## config.mk

```make
export PLATFORM = sky130hd
export DESIGN_NAME = a2bus_timing
export DESIGN_NICKNAME = d
export VERILOG_FILES = /design/src/design/a2_timing_pkg.sv /design/src/design/a2bus_timing.sv /design/src/design/lock_tracker.sv /design/src/design/phase_engine.sv /design/src/design/phi1_monitor.sv
export VERILOG_INCLUDE_DIRS = /design/src /design/src/design
export SDC_FILE = /design/constraint.sdc
export NUM_CORES = 1
export LEC_CHECK = 0
export BUFFER_PORTS_ARGS = -buffer_cell sky130_fd_sc_hd__buf_2
export CAP_MARGIN = 30
export CORE_MARGIN = 8
export CORE_UTILIZATION = 69
export DETAILED_ROUTE_END_ITERATION = 12
export PLACE_DENSITY_LB_ADDON = 0.1
export SLEW_MARGIN = 20
export SYNTH_ARGS = -nofsm -noshare
export SYNTH_HDL_FRONTEND = slang
export SYNTH_SLANG_ARGS = --single-unit
```

## constraint.sdc

```tcl
create_clock -name clk_logic_i -period 8.71 [get_ports clk_logic_i]
set_input_delay 2.613 -clock clk_logic_i [delete_from_list [all_inputs] [get_ports clk_logic_i]]
set_output_delay 2.613 -clock clk_logic_i [all_outputs]
set_load 0.02 [all_outputs]
```

## src/design/a2_timing_defs.svh

```systemverilog
`ifndef A2_TIMING_DEFS_SVH
`define A2_TIMING_DEFS_SVH

// ========================================
// Clock rates
// ========================================

// Logic clock that runs the predictive engine
`define A2_CLOCK_SPEED_HZ 50_000_000
// Apple II 14M master oscillator rate for NTSC machines
`define A2_APPLE_HZ 14_318_181
// One CPU cycle spans this many 14M ticks
`define A2_PHASE_COUNT 14

// ========================================
// Lock tracking
// ========================================

// Clocks from a raw Phi1 rise to the synchronized edge pulse
`define A2_CDC_LATENCY 3
// Slack in clocks around the expected edge offset
`define A2_ACCEPT_WINDOW 2
// Consecutive good edges needed to declare lock
`define A2_LOCK_THRESHOLD 8
// Consecutive bad edges that drop back to idle
`define A2_UNLOCK_THRESHOLD 4

// Logic clocks per normal 14-tick CPU cycle, rounded up
`define A2_CYCLE_CLKS ((`A2_CLOCK_SPEED_HZ * 14 + `A2_APPLE_HZ - 1) / `A2_APPLE_HZ)
// Logic clocks per stretched 16-tick IIgs cycle, rounded up
`define A2_EXT_CYCLE_CLKS ((`A2_CLOCK_SPEED_HZ * 16 + `A2_APPLE_HZ - 1) / `A2_APPLE_HZ)
// Halfway between the two periods so either side has a few clocks of margin
`define A2_EXTENDED_THRESHOLD ((`A2_CYCLE_CLKS + `A2_EXT_CYCLE_CLKS) / 2)

// One spare bit above the clock rate keeps the sum before the wrap
`define A2_ACC_WIDTH ($clog2(`A2_CLOCK_SPEED_HZ) + 1)

`endif

```

## src/design/a2_timing_pkg.sv

```systemverilog
`include "a2_timing_defs.svh"

package a2_timing_pkg;

    // ========================================
    // Engine types
    // ========================================

    // Index of the 14M tick within a CPU cycle, 0 to 13
    typedef logic [3:0] phase_t;

    // Fractional-N accumulator word
    // It holds the running sum of Apple ticks in logic clock units
    typedef logic [`A2_ACC_WIDTH-1:0] acc_t;

    // Saturating count of logic clocks
    // Seven bits cover a stretched cycle with room to spare
    typedef logic [6:0] clk_count_t;

    // ========================================
    // Tracker types
    // ========================================

    // Lock FSM states
    typedef enum logic [1:0] {
        LOCK_IDLE,
        LOCK_ACQUIRE,
        LOCK_HELD
    } lock_state_e;

    // Correction opcodes sent from the tracker to the engine
    // Each one is held for exactly one clock
    typedef enum logic [1:0] {
        CORR_NONE,
        CORR_SNAP,
        CORR_SLOW,
        CORR_FAST
    } corr_cmd_e;

endpackage

```

## src/design/a2bus_timing.sv

```systemverilog
`timescale 1ns/1ps
`include "a2_timing_defs.svh"

module a2bus_timing (
    input  logic clk_logic_i,
    input  logic rst_n_i,
    input  logic a2_phi1_i,
    output logic lock_o,
    output logic error_o,
    output logic cycle_extended_o,
    output logic clk_7m_o,
    output logic phi1_o,
    output logic phi0_o,
    output logic q3_o,
    output logic clk_7m_posedge_o,
    output logic clk_7m_negedge_o,
    output logic phi1_posedge_o,
    output logic phi1_negedge_o,
    output logic phi0_posedge_o,
    output logic phi0_negedge_o,
    output logic q3_posedge_o,
    output logic q3_negedge_o,
    output logic clk_14m_posedge_o
);

    import a2_timing_pkg::*;

    // Synchronized Phi1 rise from the monitor
    logic      phi1_edge;
    // One-clock correction from the tracker back into the engine
    corr_cmd_e corr_cmd;

    // ========================================
    // Input side
    // ========================================

    phi1_monitor u_phi1_monitor (
        .clk_logic_i      (clk_logic_i),
        .rst_n_i          (rst_n_i),
        .a2_phi1_i        (a2_phi1_i),
        .phi1_edge_o      (phi1_edge),
        .cycle_extended_o (cycle_extended_o)
    );

    // ========================================
    // Predictive engine
    // ========================================

    phase_engine u_phase_engine (
        .clk_logic_i       (clk_logic_i),
        .rst_n_i           (rst_n_i),
        .corr_cmd_i        (corr_cmd),
        .clk_7m_o          (clk_7m_o),
        .phi1_o            (phi1_o),
        .phi0_o            (phi0_o),
        .q3_o              (q3_o),
        .clk_7m_posedge_o  (clk_7m_posedge_o),
        .clk_7m_negedge_o  (clk_7m_negedge_o),
        .phi1_posedge_o    (phi1_posedge_o),
        .phi1_negedge_o    (phi1_negedge_o),
        .phi0_posedge_o    (phi0_posedge_o),
        .phi0_negedge_o    (phi0_negedge_o),
        .q3_posedge_o      (q3_posedge_o),
        .q3_negedge_o      (q3_negedge_o),
        .clk_14m_posedge_o (clk_14m_posedge_o)
    );

    // The predicted Phi1 rise is the engine's own output pulse
    lock_tracker u_lock_tracker (
        .clk_logic_i      (clk_logic_i),
        .rst_n_i          (rst_n_i),
        .phi1_edge_i      (phi1_edge),
        .pred_phi1_rise_i (phi1_posedge_o),
        .corr_cmd_o       (corr_cmd),
        .lock_o           (lock_o),
        .error_o          (error_o)
    );

endmodule

```

## src/design/lock_tracker.sv

```systemverilog
`timescale 1ns/1ps
`include "a2_timing_defs.svh"

module lock_tracker (
    input  logic                     clk_logic_i,
    input  logic                     rst_n_i,
    input  logic                     phi1_edge_i,
    input  logic                     pred_phi1_rise_i,
    output a2_timing_pkg::corr_cmd_e corr_cmd_o,
    output logic                     lock_o,
    output logic                     error_o
);

    import a2_timing_pkg::*;

    localparam clk_count_t EXPECT_OFS = clk_count_t'(`A2_CDC_LATENCY);
    localparam clk_count_t NEAR_LIMIT = clk_count_t'(`A2_CDC_LATENCY + `A2_ACCEPT_WINDOW);
    localparam clk_count_t FAR_LIMIT  = clk_count_t'(`A2_CYCLE_CLKS - `A2_ACCEPT_WINDOW);
    localparam clk_count_t COOLDOWN   = clk_count_t'(`A2_CYCLE_CLKS);
    localparam clk_count_t COUNT_MAX  = '1;
    localparam logic [3:0] GOOD_LAST  = 4'(`A2_LOCK_THRESHOLD - 1);
    localparam logic [3:0] MISS_LAST  = 4'(`A2_UNLOCK_THRESHOLD - 1);

    lock_state_e state_r;
    corr_cmd_e   corr_r;
    clk_count_t  offset_r;
    clk_count_t  cooldown_r;
    logic [3:0]  good_cnt_r;
    logic [3:0]  miss_cnt_r;
    logic        error_r;
    logic        near_now_w;
    logic        near_next_w;
    logic        hit_w;
    logic        miss_w;

    // ========================================
    // Edge offset and window
    // ========================================

    // Clocks since the engine last predicted a Phi1 rise
    always_ff @(posedge clk_logic_i or negedge rst_n_i) begin
        if (!rst_n_i)
            offset_r <= '0;
        else if (pred_phi1_rise_i)
            offset_r <= '0;
        else if (offset_r != COUNT_MAX)
            offset_r <= offset_r + 7'd1;
    end

    // Near the next rise means the engine fell almost a full cycle behind
    assign near_now_w  = (offset_r <= NEAR_LIMIT);
    assign near_next_w = (offset_r >= FAR_LIMIT);
    assign hit_w       = phi1_edge_i && (near_now_w || near_next_w);
    assign miss_w      = phi1_edge_i && !(near_now_w || near_next_w);

    // ========================================
    // Lock FSM
    // ========================================

    always_ff @(posedge clk_logic_i or negedge rst_n_i) begin
        if (!rst_n_i) begin
            state_r    <= LOCK_IDLE;
            corr_r     <= CORR_NONE;
            cooldown_r <= '0;
            good_cnt_r <= '0;
            miss_cnt_r <= '0;
            error_r    <= 1'b0;
        end else begin
            // Opcodes last one clock unless set again below
            corr_r <= CORR_NONE;
            if (cooldown_r != '0)
                cooldown_r <= cooldown_r - 7'd1;

            case (state_r)
                LOCK_IDLE: begin
                    // Any rise is taken as phase 0 of a fresh cycle
                    if (phi1_edge_i) begin
                        corr_r     <= CORR_SNAP;
                        state_r    <= LOCK_ACQUIRE;
                        good_cnt_r <= '0;
                        miss_cnt_r <= '0;
                        cooldown_r <= '0;
                    end
                end

                LOCK_ACQUIRE: begin
                    if (hit_w) begin
                        good_cnt_r <= good_cnt_r + 4'd1;
                        miss_cnt_r <= '0;
                        if (good_cnt_r >= GOOD_LAST) begin
                            state_r <= LOCK_HELD;
                            error_r <= 1'b0;
                        end
                    end else if (miss_w) begin
                        good_cnt_r <= '0;
                        miss_cnt_r <= miss_cnt_r + 4'd1;
                        if (miss_cnt_r >= MISS_LAST)
                            state_r <= LOCK_IDLE;
                    end
                end

                LOCK_HELD: begin
                    if (hit_w) begin
                        miss_cnt_r <= '0;
                        // At most one nudge per CPU cycle keeps the loop from ringing
                        if (cooldown_r == '0 && offset_r != EXPECT_OFS) begin
                            cooldown_r <= COOLDOWN;
                            if (near_next_w && !near_now_w)
                                corr_r <= CORR_FAST;
                            else if (offset_r > EXPECT_OFS)
                                corr_r <= CORR_SLOW;
                            else
                                corr_r <= CORR_FAST;
                        end
                    end else if (miss_w) begin
                        good_cnt_r <= '0;
                        miss_cnt_r <= miss_cnt_r + 4'd1;
                        error_r    <= 1'b1;
                        if (miss_cnt_r >= MISS_LAST)
                            state_r <= LOCK_IDLE;
                    end
                end

                default: state_r <= LOCK_IDLE;
            endcase
        end
    end

    assign corr_cmd_o = corr_r;
    assign lock_o     = (state_r == LOCK_HELD);
    assign error_o    = error_r;

endmodule

```

## src/design/phase_engine.sv

```systemverilog
`timescale 1ns/1ps
`include "a2_timing_defs.svh"

module phase_engine (
    input  logic                     clk_logic_i,
    input  logic                     rst_n_i,
    input  a2_timing_pkg::corr_cmd_e corr_cmd_i,
    output logic                     clk_7m_o,
    output logic                     phi1_o,
    output logic                     phi0_o,
    output logic                     q3_o,
    output logic                     clk_7m_posedge_o,
    output logic                     clk_7m_negedge_o,
    output logic                     phi1_posedge_o,
    output logic                     phi1_negedge_o,
    output logic                     phi0_posedge_o,
    output logic                     phi0_negedge_o,
    output logic                     q3_posedge_o,
    output logic                     q3_negedge_o,
    output logic                     clk_14m_posedge_o
);

    import a2_timing_pkg::*;

    localparam acc_t   STEP_NOM   = acc_t'(`A2_APPLE_HZ);
    localparam acc_t   STEP_QTR   = acc_t'(`A2_APPLE_HZ / 4);
    localparam acc_t   WRAP       = acc_t'(`A2_CLOCK_SPEED_HZ);
    // After a snap the real edge is already CDC latency clocks old
    localparam acc_t   PRELOAD    = acc_t'(`A2_CDC_LATENCY * `A2_APPLE_HZ);
    localparam phase_t LAST_PHASE = phase_t'(`A2_PHASE_COUNT - 1);

    // Bit positions in the decoded state word
    localparam int B_7M   = 2;
    localparam int B_PHI1 = 1;
    localparam int B_Q3   = 0;

    acc_t       acc_r;
    acc_t       sum_w;
    acc_t       next_acc_w;
    phase_t     phase_r;
    phase_t     next_phase_w;
    logic [2:0] map_w;
    logic [2:0] state_r;
    logic [2:0] prev_state_r;

    // ========================================
    // Fractional-N tick generator
    // ========================================

    // Fast and slow corrections bend one clock's step by a quarter
    always_comb begin
        case (corr_cmd_i)
            CORR_FAST: sum_w = acc_r + STEP_NOM + STEP_QTR;
            CORR_SLOW: sum_w = acc_r + STEP_NOM - STEP_QTR;
            default:   sum_w = acc_r + STEP_NOM;
        endcase
    end

    // A snap overrides the step and restarts the cycle at phase 0
    always_comb begin
        next_acc_w   = sum_w;
        next_phase_w = phase_r;
        if (corr_cmd_i == CORR_SNAP) begin
            next_acc_w   = PRELOAD;
            next_phase_w = '0;
        end else if (sum_w >= WRAP) begin
            next_acc_w   = sum_w - WRAP;
            next_phase_w = (phase_r == LAST_PHASE) ? phase_t'(0) : phase_r + 4'd1;
        end
    end

    // ========================================
    // Apple II phase map
    // ========================================

    // Bits are 7M, Phi1 and Q3 from left to right
    // Q3 runs four high and three low twice per CPU cycle
    always_comb begin
        case (next_phase_w)
            4'd0:    map_w = 3'b011;
            4'd1:    map_w = 3'b111;
            4'd2:    map_w = 3'b011;
            4'd3:    map_w = 3'b111;
            4'd4:    map_w = 3'b010;
            4'd5:    map_w = 3'b110;
            4'd6:    map_w = 3'b010;
            4'd7:    map_w = 3'b101;
            4'd8:    map_w = 3'b001;
            4'd9:    map_w = 3'b101;
            4'd10:   map_w = 3'b001;
            4'd11:   map_w = 3'b100;
            4'd12:   map_w = 3'b000;
            4'd13:   map_w = 3'b100;
            default: map_w = 3'b000;
        endcase
    end

    // Decoding the next phase lets levels and pulses move on the tick edge
    always_ff @(posedge clk_logic_i or negedge rst_n_i) begin
        if (!rst_n_i) begin
            acc_r        <= '0;
            phase_r      <= '0;
            state_r      <= '0;
            prev_state_r <= '0;
        end else begin
            acc_r        <= next_acc_w;
            phase_r      <= next_phase_w;
            state_r      <= map_w;
            prev_state_r <= state_r;
        end
    end

    // ========================================
    // Levels and edge pulses
    // ========================================

    assign clk_7m_o = state_r[B_7M];
    assign phi1_o   = state_r[B_PHI1];
    assign q3_o     = state_r[B_Q3];
    // Phi0 is the complement of Phi1 so its edges are the Phi1 edges swapped
    assign phi0_o   = ~state_r[B_PHI1];

    assign clk_7m_posedge_o  = state_r[B_7M] & ~prev_state_r[B_7M];
    assign clk_7m_negedge_o  = ~state_r[B_7M] & prev_state_r[B_7M];
    assign phi1_posedge_o    = state_r[B_PHI1] & ~prev_state_r[B_PHI1];
    assign phi1_negedge_o    = ~state_r[B_PHI1] & prev_state_r[B_PHI1];
    assign phi0_posedge_o    = phi1_negedge_o;
    assign phi0_negedge_o    = phi1_posedge_o;
    assign q3_posedge_o      = state_r[B_Q3] & ~prev_state_r[B_Q3];
    assign q3_negedge_o      = ~state_r[B_Q3] & prev_state_r[B_Q3];
    // Every 14M tick flips 7M, so either 7M edge marks a tick
    assign clk_14m_posedge_o = clk_7m_posedge_o | clk_7m_negedge_o;

endmodule

```

## src/design/phi1_monitor.sv

```systemverilog
`timescale 1ns/1ps
`include "a2_timing_defs.svh"

module phi1_monitor (
    input  logic clk_logic_i,
    input  logic rst_n_i,
    input  logic a2_phi1_i,
    output logic phi1_edge_o,
    output logic cycle_extended_o
);

    import a2_timing_pkg::*;

    localparam clk_count_t EXT_LIMIT = clk_count_t'(`A2_EXTENDED_THRESHOLD);
    localparam clk_count_t COUNT_MAX = '1;

    logic       sync1_r;
    logic       sync2_r;
    logic       delay_r;
    logic       rise_w;
    logic       edge_r;
    logic       extended_r;
    clk_count_t period_r;

    // ========================================
    // Synchronizer and edge detect
    // ========================================

    // Two flops bring Phi1 into the logic domain
    // The delay flop holds the previous synchronized level
    always_ff @(posedge clk_logic_i or negedge rst_n_i) begin
        if (!rst_n_i) begin
            sync1_r <= 1'b0;
            sync2_r <= 1'b0;
            delay_r <= 1'b0;
        end else begin
            sync1_r <= a2_phi1_i;
            sync2_r <= sync1_r;
            delay_r <= sync2_r;
        end
    end

    assign rise_w = sync2_r & ~delay_r;

    // ========================================
    // Period measurement
    // ========================================

    // The pulse is registered so it lands three clocks after the first sample
    // A saturated count means the bus was idle, so that period is not a cycle
    always_ff @(posedge clk_logic_i or negedge rst_n_i) begin
        if (!rst_n_i) begin
            edge_r     <= 1'b0;
            extended_r <= 1'b0;
            period_r   <= '0;
        end else begin
            edge_r     <= rise_w;
            extended_r <= rise_w && (period_r > EXT_LIMIT) && (period_r != COUNT_MAX);
            if (rise_w)
                period_r <= '0;
            else if (period_r != COUNT_MAX)
                period_r <= period_r + 7'd1;
        end
    end

    assign phi1_edge_o      = edge_r;
    assign cycle_extended_o = extended_r;

endmodule
```

; ---- Word-level counts from Yosys, hierarchy flattened
; Memory sizes are Yosys's and may differ from the RTL's. A register that Yosys moved wholly into a read port is not among the register bits.
; Index checks and enable logic that the tools add are counted.
[totals]
input_bits = 3
register_bits = 73
mem_bits_rw = 0
word_cells = 129
romBits = 48
latchBits = 0
mem_count = 1
[op_classes]
eq_ne = 16
n_shift = 0
n_bitwise = 15
n_mul = 0
div = 0
n_reduce_logical = 23
n_mux = 41
add_sub_neg = 10
n_lt_le_gt_ge = 7
[memory_table]
columns = memory, words, width, rd, rd_ports_with_merged_regs, wr, line
row1 = (no name shown), 16, 3, 1, 1, 0, phase_engine.sv:79  ; case (next_phase_w)
[ops]
columns = cell, count
row1 = $mux W7, 8
row2 = $mux W27, 2
row3 = $pmux W27 S2, 1
row4 = $mux W4, 9
row5 = $add A27 B22 Y27 const B, 1
row6 = $add A27 B24 Y27 const B, 1
row7 = $ge A27 B26 Y1 const B, 1
row8 = $sub A27 B22 Y27 const B, 1
row9 = $sub A27 B26 Y27 const B, 1
row10 = $mux W2, 9
row11 = $add A7 B1 Y7 const B, 2
row12 = $ne A7 B7 Y1 const B, 2
row13 = $pmux W7 S2, 1
row14 = $add A4 B1 Y4 const B, 3
row15 = $pmux W4 S3, 1
row16 = $reduce_and A3 Y1, 3
row17 = $pmux W4 S2, 1
row18 = $reduce_bool A2 Y1, 4
row19 = $and A1 B1 Y1, 7
row20 = $ge A7 B6 Y1 const B, 1
row21 = $gt A7 B2 Y1 const B, 1
row22 = $gt A7 B6 Y1 const B, 1
row23 = $le A7 B3 Y1 const B, 1
row24 = $logic_not A7 Y1, 1
row25 = other kinds (25), 49

; ---- Depth between registers and ports, before layout
[logic_depth]
word_depth = 7
ltp_mapped = 22
ltp_nobuf = 19

; ---- Hierarchy
; From an unflattened synthesis, not the netlist that was laid out.
[unflattened]
cells_unflattened = 819
area_unflattened_um2 = 6951.7
[by_module_without_submodules]
columns = module, instances, area_per_inst_um2, cells_each, seq_area_each_um2
row1 = phase_engine, 1, 4685.7, 590, 925.9
row2 = lock_tracker, 1, 1721.7, 181, 675.6
row3 = phi1_monitor, 1, 544.3, 48, 300.3

; ---- Least setup slack after synthesis
; Ideal clock, no wire load.
[synth_timing]
kind = register -> register
from = register u_phase_engine.acc_r[0]
to = register u_phase_engine.acc_r[14]
slack_ns = 4.168
path_stages_with_launch = 19
n_path_buf = 2
setup_time_ns = 0.133
arrival_ns = 4.410
path_cell_list = dfrtp_1 -> ha_1 -> o211a_1 -> o221a_2 -> o41ai_1 -> o21ai_1 -> ha_1 -> a21oi_1 -> nand2_1 -> a221oi_1 -> a211oi_1 -> or3_1 -> a311oi_2 -> and3_1 -> a21oi_2 -> buf_4 -> buf_6 -> nor4_1 -> o21ai_1
[synth_between]
elab_chain_cells = 6
word_cells_on_any_way = 8
[synth_lines]
columns = item, line
row1 = start: declaration, phase_engine.sv:37  ; acc_t acc_r;
row2 = start signal: assignment, phase_engine.sv:106  ; acc_r <= next_acc_w;
row3 = $add A27 B24 Y27 *, "phase_engine.sv:53, phase_engine.sv:54, phase_engine.sv:55"
row4 = $sub A27 B22 Y27 / $add A27 B22 Y27 (equally long branches), "phase_engine.sv:54, phase_engine.sv:53"
row5 = $pmux W27 S2 *, phase_engine.sv:52  ; case (corr_cmd_i)
row6 = $sub A27 B26 Y27 / $ge A27 B26 Y1 (equally long branches), "phase_engine.sv:67, phase_engine.sv:66"
row7 = $mux W27 *, phase_engine.sv:66  ; end else if (sum_w >= WRAP) begin
row8 = $mux W27 *, phase_engine.sv:63  ; if (corr_cmd_i == CORR_SNAP) begin
row9 = named net u_phase_engine.next_acc_w[14], phase_engine.sv:39  ; acc_t next_acc_w;
; The timed path passes the listed nets; every way through them passes the cells marked *.
; A chain may end at the register's enable or synchronous reset.

; ---- Worst setup path in the final report
[layout_timing]
from = register u_lock_tracker.corr_r[1], in the netlist u_lock_tracker.corr_cmd_o[1]
to = register u_phase_engine.state_r[2]
[layout_between]
elab_chain_cells = 5
word_cells_on_any_way = 7
[layout_lines]
columns = item, line
row1 = start: declaration, lock_tracker.sv:25  ; corr_cmd_e corr_r;
row2 = start signal: assignment, lock_tracker.sv:63  ; corr_r <= CORR_NONE;
row3 = start signal: assignment, lock_tracker.sv:70  ; corr_r <= CORR_NONE;
row4 = start signal: assignment, lock_tracker.sv:78  ; corr_r <= CORR_SNAP;
row5 = $eq A2 B2 Y1, phase_engine.sv:52
row6 = $pmux W27 S2, phase_engine.sv:52
row7 = $ge A27 B26 Y1, phase_engine.sv:66
row8 = $mux W4, phase_engine.sv:66
row9 = $mux W4 *, phase_engine.sv:63
row10 = named net u_phase_engine.next_phase_w[1], phase_engine.sv:41  ; phase_t next_phase_w;
row11 = end: declaration, phase_engine.sv:43  ; logic [2:0] state_r;
; Marks and branches as above.

==> metrics <==
# diodes=0; top post-synthesis cells by area=dfrtp_1 28%, ha_1 8.0%, a21oi_1 5.1%; full die area=13100 um2; Final WS setup=2.52 ns; Max Cap Violations=0; drt first-iter violations=643; TritonCTS buffer count=9; CTS tree=done; asr flop ratio synth=100%; setup TNS=0 ns; routability cong.=0.996; crit path launch type=flop; Overflow after GRT=0; Area Growth Syn to Fin=5.37%; Die Wd=114 um; post-route minimum period=6.19 ns; DR DRC count=0; Final Cycle Share=71.1%; Final ANT Viol Nets=0; Final nets=889; Layout Skew=0.00956 ns; Initial Util=69.7%; port buffer count=18; CTS resizes=0; CP arrival=6.44 ns; Tightest Pin Transition=0.950 ns; mapped cell area=6690 um2; syn_nets=887; count of state elements after synthesis=76; # IOs=19; normalized max-slew margin=36.7%; Mean Syn Cell Area=7.96 um2; top-area cell type share of the netlist area=28.4%; Cells after Synth=841; Final Max Slew Viols=0; unrepaired setup endpoints after global routing=no; number of global-route vias before repair=6139; HPWL Detailed=12700 um; Yosys cell types=78; Most used DFF post-synth=dfrtp_1; number of synthesized flops with an enable pin=0; root buf cell=clkbuf_8; largest fanout on the critical path=57; clock-pin transition on the worst setup and hold timing paths=0.08 ns; dpl ws=2.63 ns; # hold bufs at CTS=0; leading cell type by number of instances after synthesis=dfrtp_1; first-pass iteration count of the detailed router=5; Tot GR Track Use=26.2%; Bufs on Longest Clock Path=2; ratio of cells with drive above 1 in the final layout=7.08%; Clk Latency, worst-skew pair=0.35 ns; result of the run=finished, final reports clean; Hold Vio Cnt, Final=0; f_max=0.162 GHz; Routed WL=16800 um; largest net degree at the start of global routing=77; WL/cell=17.1 um; first-pass GRT wire length=28100 um; via count=6518; post-synthesis sequential area ratio=28.4%; synth cell count leaders=76 x dfrtp_1, 74 x nand2_1, 74 x nor2_1; Critical Path RT=8.96 ns; Final setup violation count=0; antenna violations before repair=0; Via density=6.64; Hold Path Class=flop to flop; Die Ht=114 um; Synthesis Warnings=0; post-synth top area cell=dfrtp_1; WS Path Type=flop to flop; H-tree levels=3; Crit. End Element=flop; clock sinks=76; post-CTS setup buffer count=0; row cnt=36; Core Box Area=9590 um2
==> layer usage <==
metal / routed length (um) / up-vias / GRT usage, %
li1: - / 3129 / -
met1: 7360 / 3098 / 33.6
met2: 7870 / 245 / 41.9
met3: 1020 / 46 / 4.38
met4: 549 / 0 / 12.8
met5: 0 / - / 0
==> per-stage QoR <==
stage / std cells / hold slack, ns / util, % / instance area (um2)
2_1_floorplan: 841 / 0.331 / - / 6690
3_3_place_gp: 964 / 0.337 / 71.2 / 6830
3_5_place_dp: 964 / 0.340 / 71.2 / 6830
4_1_cts: 980 / 0.357 / 73.2 / 7020
5_1_grt: 981 / 0.365 / 73.5 / 7050
6_report: 981 / 0.355 / 73.5 / 7050
==> cells by family after synthesis <==
family,Yosys count,synth area share [%]
buf+inv,68,4.21
fa+ha+maj,43,8.04
mux,7,1.10
xor+xnor,46,6.02
compound gates,281,28.1
flops,76,28.4
simple gates,320,24.1
==> cells in the final DEF (no fill, tap or decap), types with 16 or more instances in the layout <==
cell type,instances
inv_1,37
ha_1,43
xor2_1,19
nor3_1,32
nand3_1,26
nor2_1,74
xnor2_1,27
nand2_1,74
buf_2,17
nor2b_1,16
dfrtp_1,76
o21ai_0,65
a21oi_1,68
==> final cells by class <==
cell class	count	area [um2]
Clock inverter	6	65.1
Multi-Input combinational cell	697	4510
Tap cell	133	166
Fill cell	767	2540
Timing Repair Buffer	22	143
Clock buffer	10	128
Sequential cell	76	1900
Inverter	37	139
==> state kept, by name (all words and copies together), names as in the netlist <==
name and flops:
u_phi1_monitor.sync2_r 1, u_lock_tracker.offset_r 7, u_phase_engine.acc_r 27, u_lock_tracker.corr_cmd_o 2
u_phase_engine.phase_r 4, u_lock_tracker.cooldown_r 7, u_phi1_monitor.delay_r 1, u_phi1_monitor.cycle_extended_o 1
u_lock_tracker.good_cnt_r 4, u_lock_tracker.state_r 2, u_phase_engine.prev_state_r 3, u_lock_tracker.error_o 1
u_phase_engine.state_r 3, u_lock_tracker.miss_cnt_r 4, u_phi1_monitor.period_r 7, u_phi1_monitor.phi1_edge_o 1
u_phi1_monitor.sync1_r 1
==> worst max-delay path: stages (launching register included) <==
cell       delay, ns
dfrtp_1         0.33
buf_4           0.44
nand2b_1        0.53
inv_1           0.58
ha_1            0.41
a41oi_1         0.44
a21o_1          0.25
nand2_1         0.08
xnor2_1         0.29
nor2_1          0.07
a21oi_1         0.18
ha_1            0.23
inv_1           0.07
nand4bb_1       0.22
a41o_1          0.28
a31o_2          0.23
a21oi_2         0.75
mux2_2          0.42
a211oi_1        0.23
==> path summary, 6_finish.rpt <==
check / from / endpoint / slack, ns / cells after the start
worst max-delay path: u_lock_tracker.corr_cmd_o[1] / u_phase_engine.state_r[2] / 2.52 / 18
worst min-delay path: u_phi1_monitor.sync1_r / u_phi1_monitor.sync2_r / 0.36 / 0
worst max register to register: u_lock_tracker.corr_cmd_o[1] / u_phase_engine.state_r[2] / 2.52 / 18
worst min register to register: u_phi1_monitor.sync1_r / u_phi1_monitor.sync2_r / 0.36 / 0
max in group asynchronous: rst_n_i / u_phase_engine.acc_r[24] / 6.04 / 2
min in group asynchronous: rst_n_i / u_lock_tracker.good_cnt_r[1] / 2.11 / 1
Power is left out: the tool's default activity adds up to more than one toggle a clock period on the data nets, which glitch-free logic cannot reach.
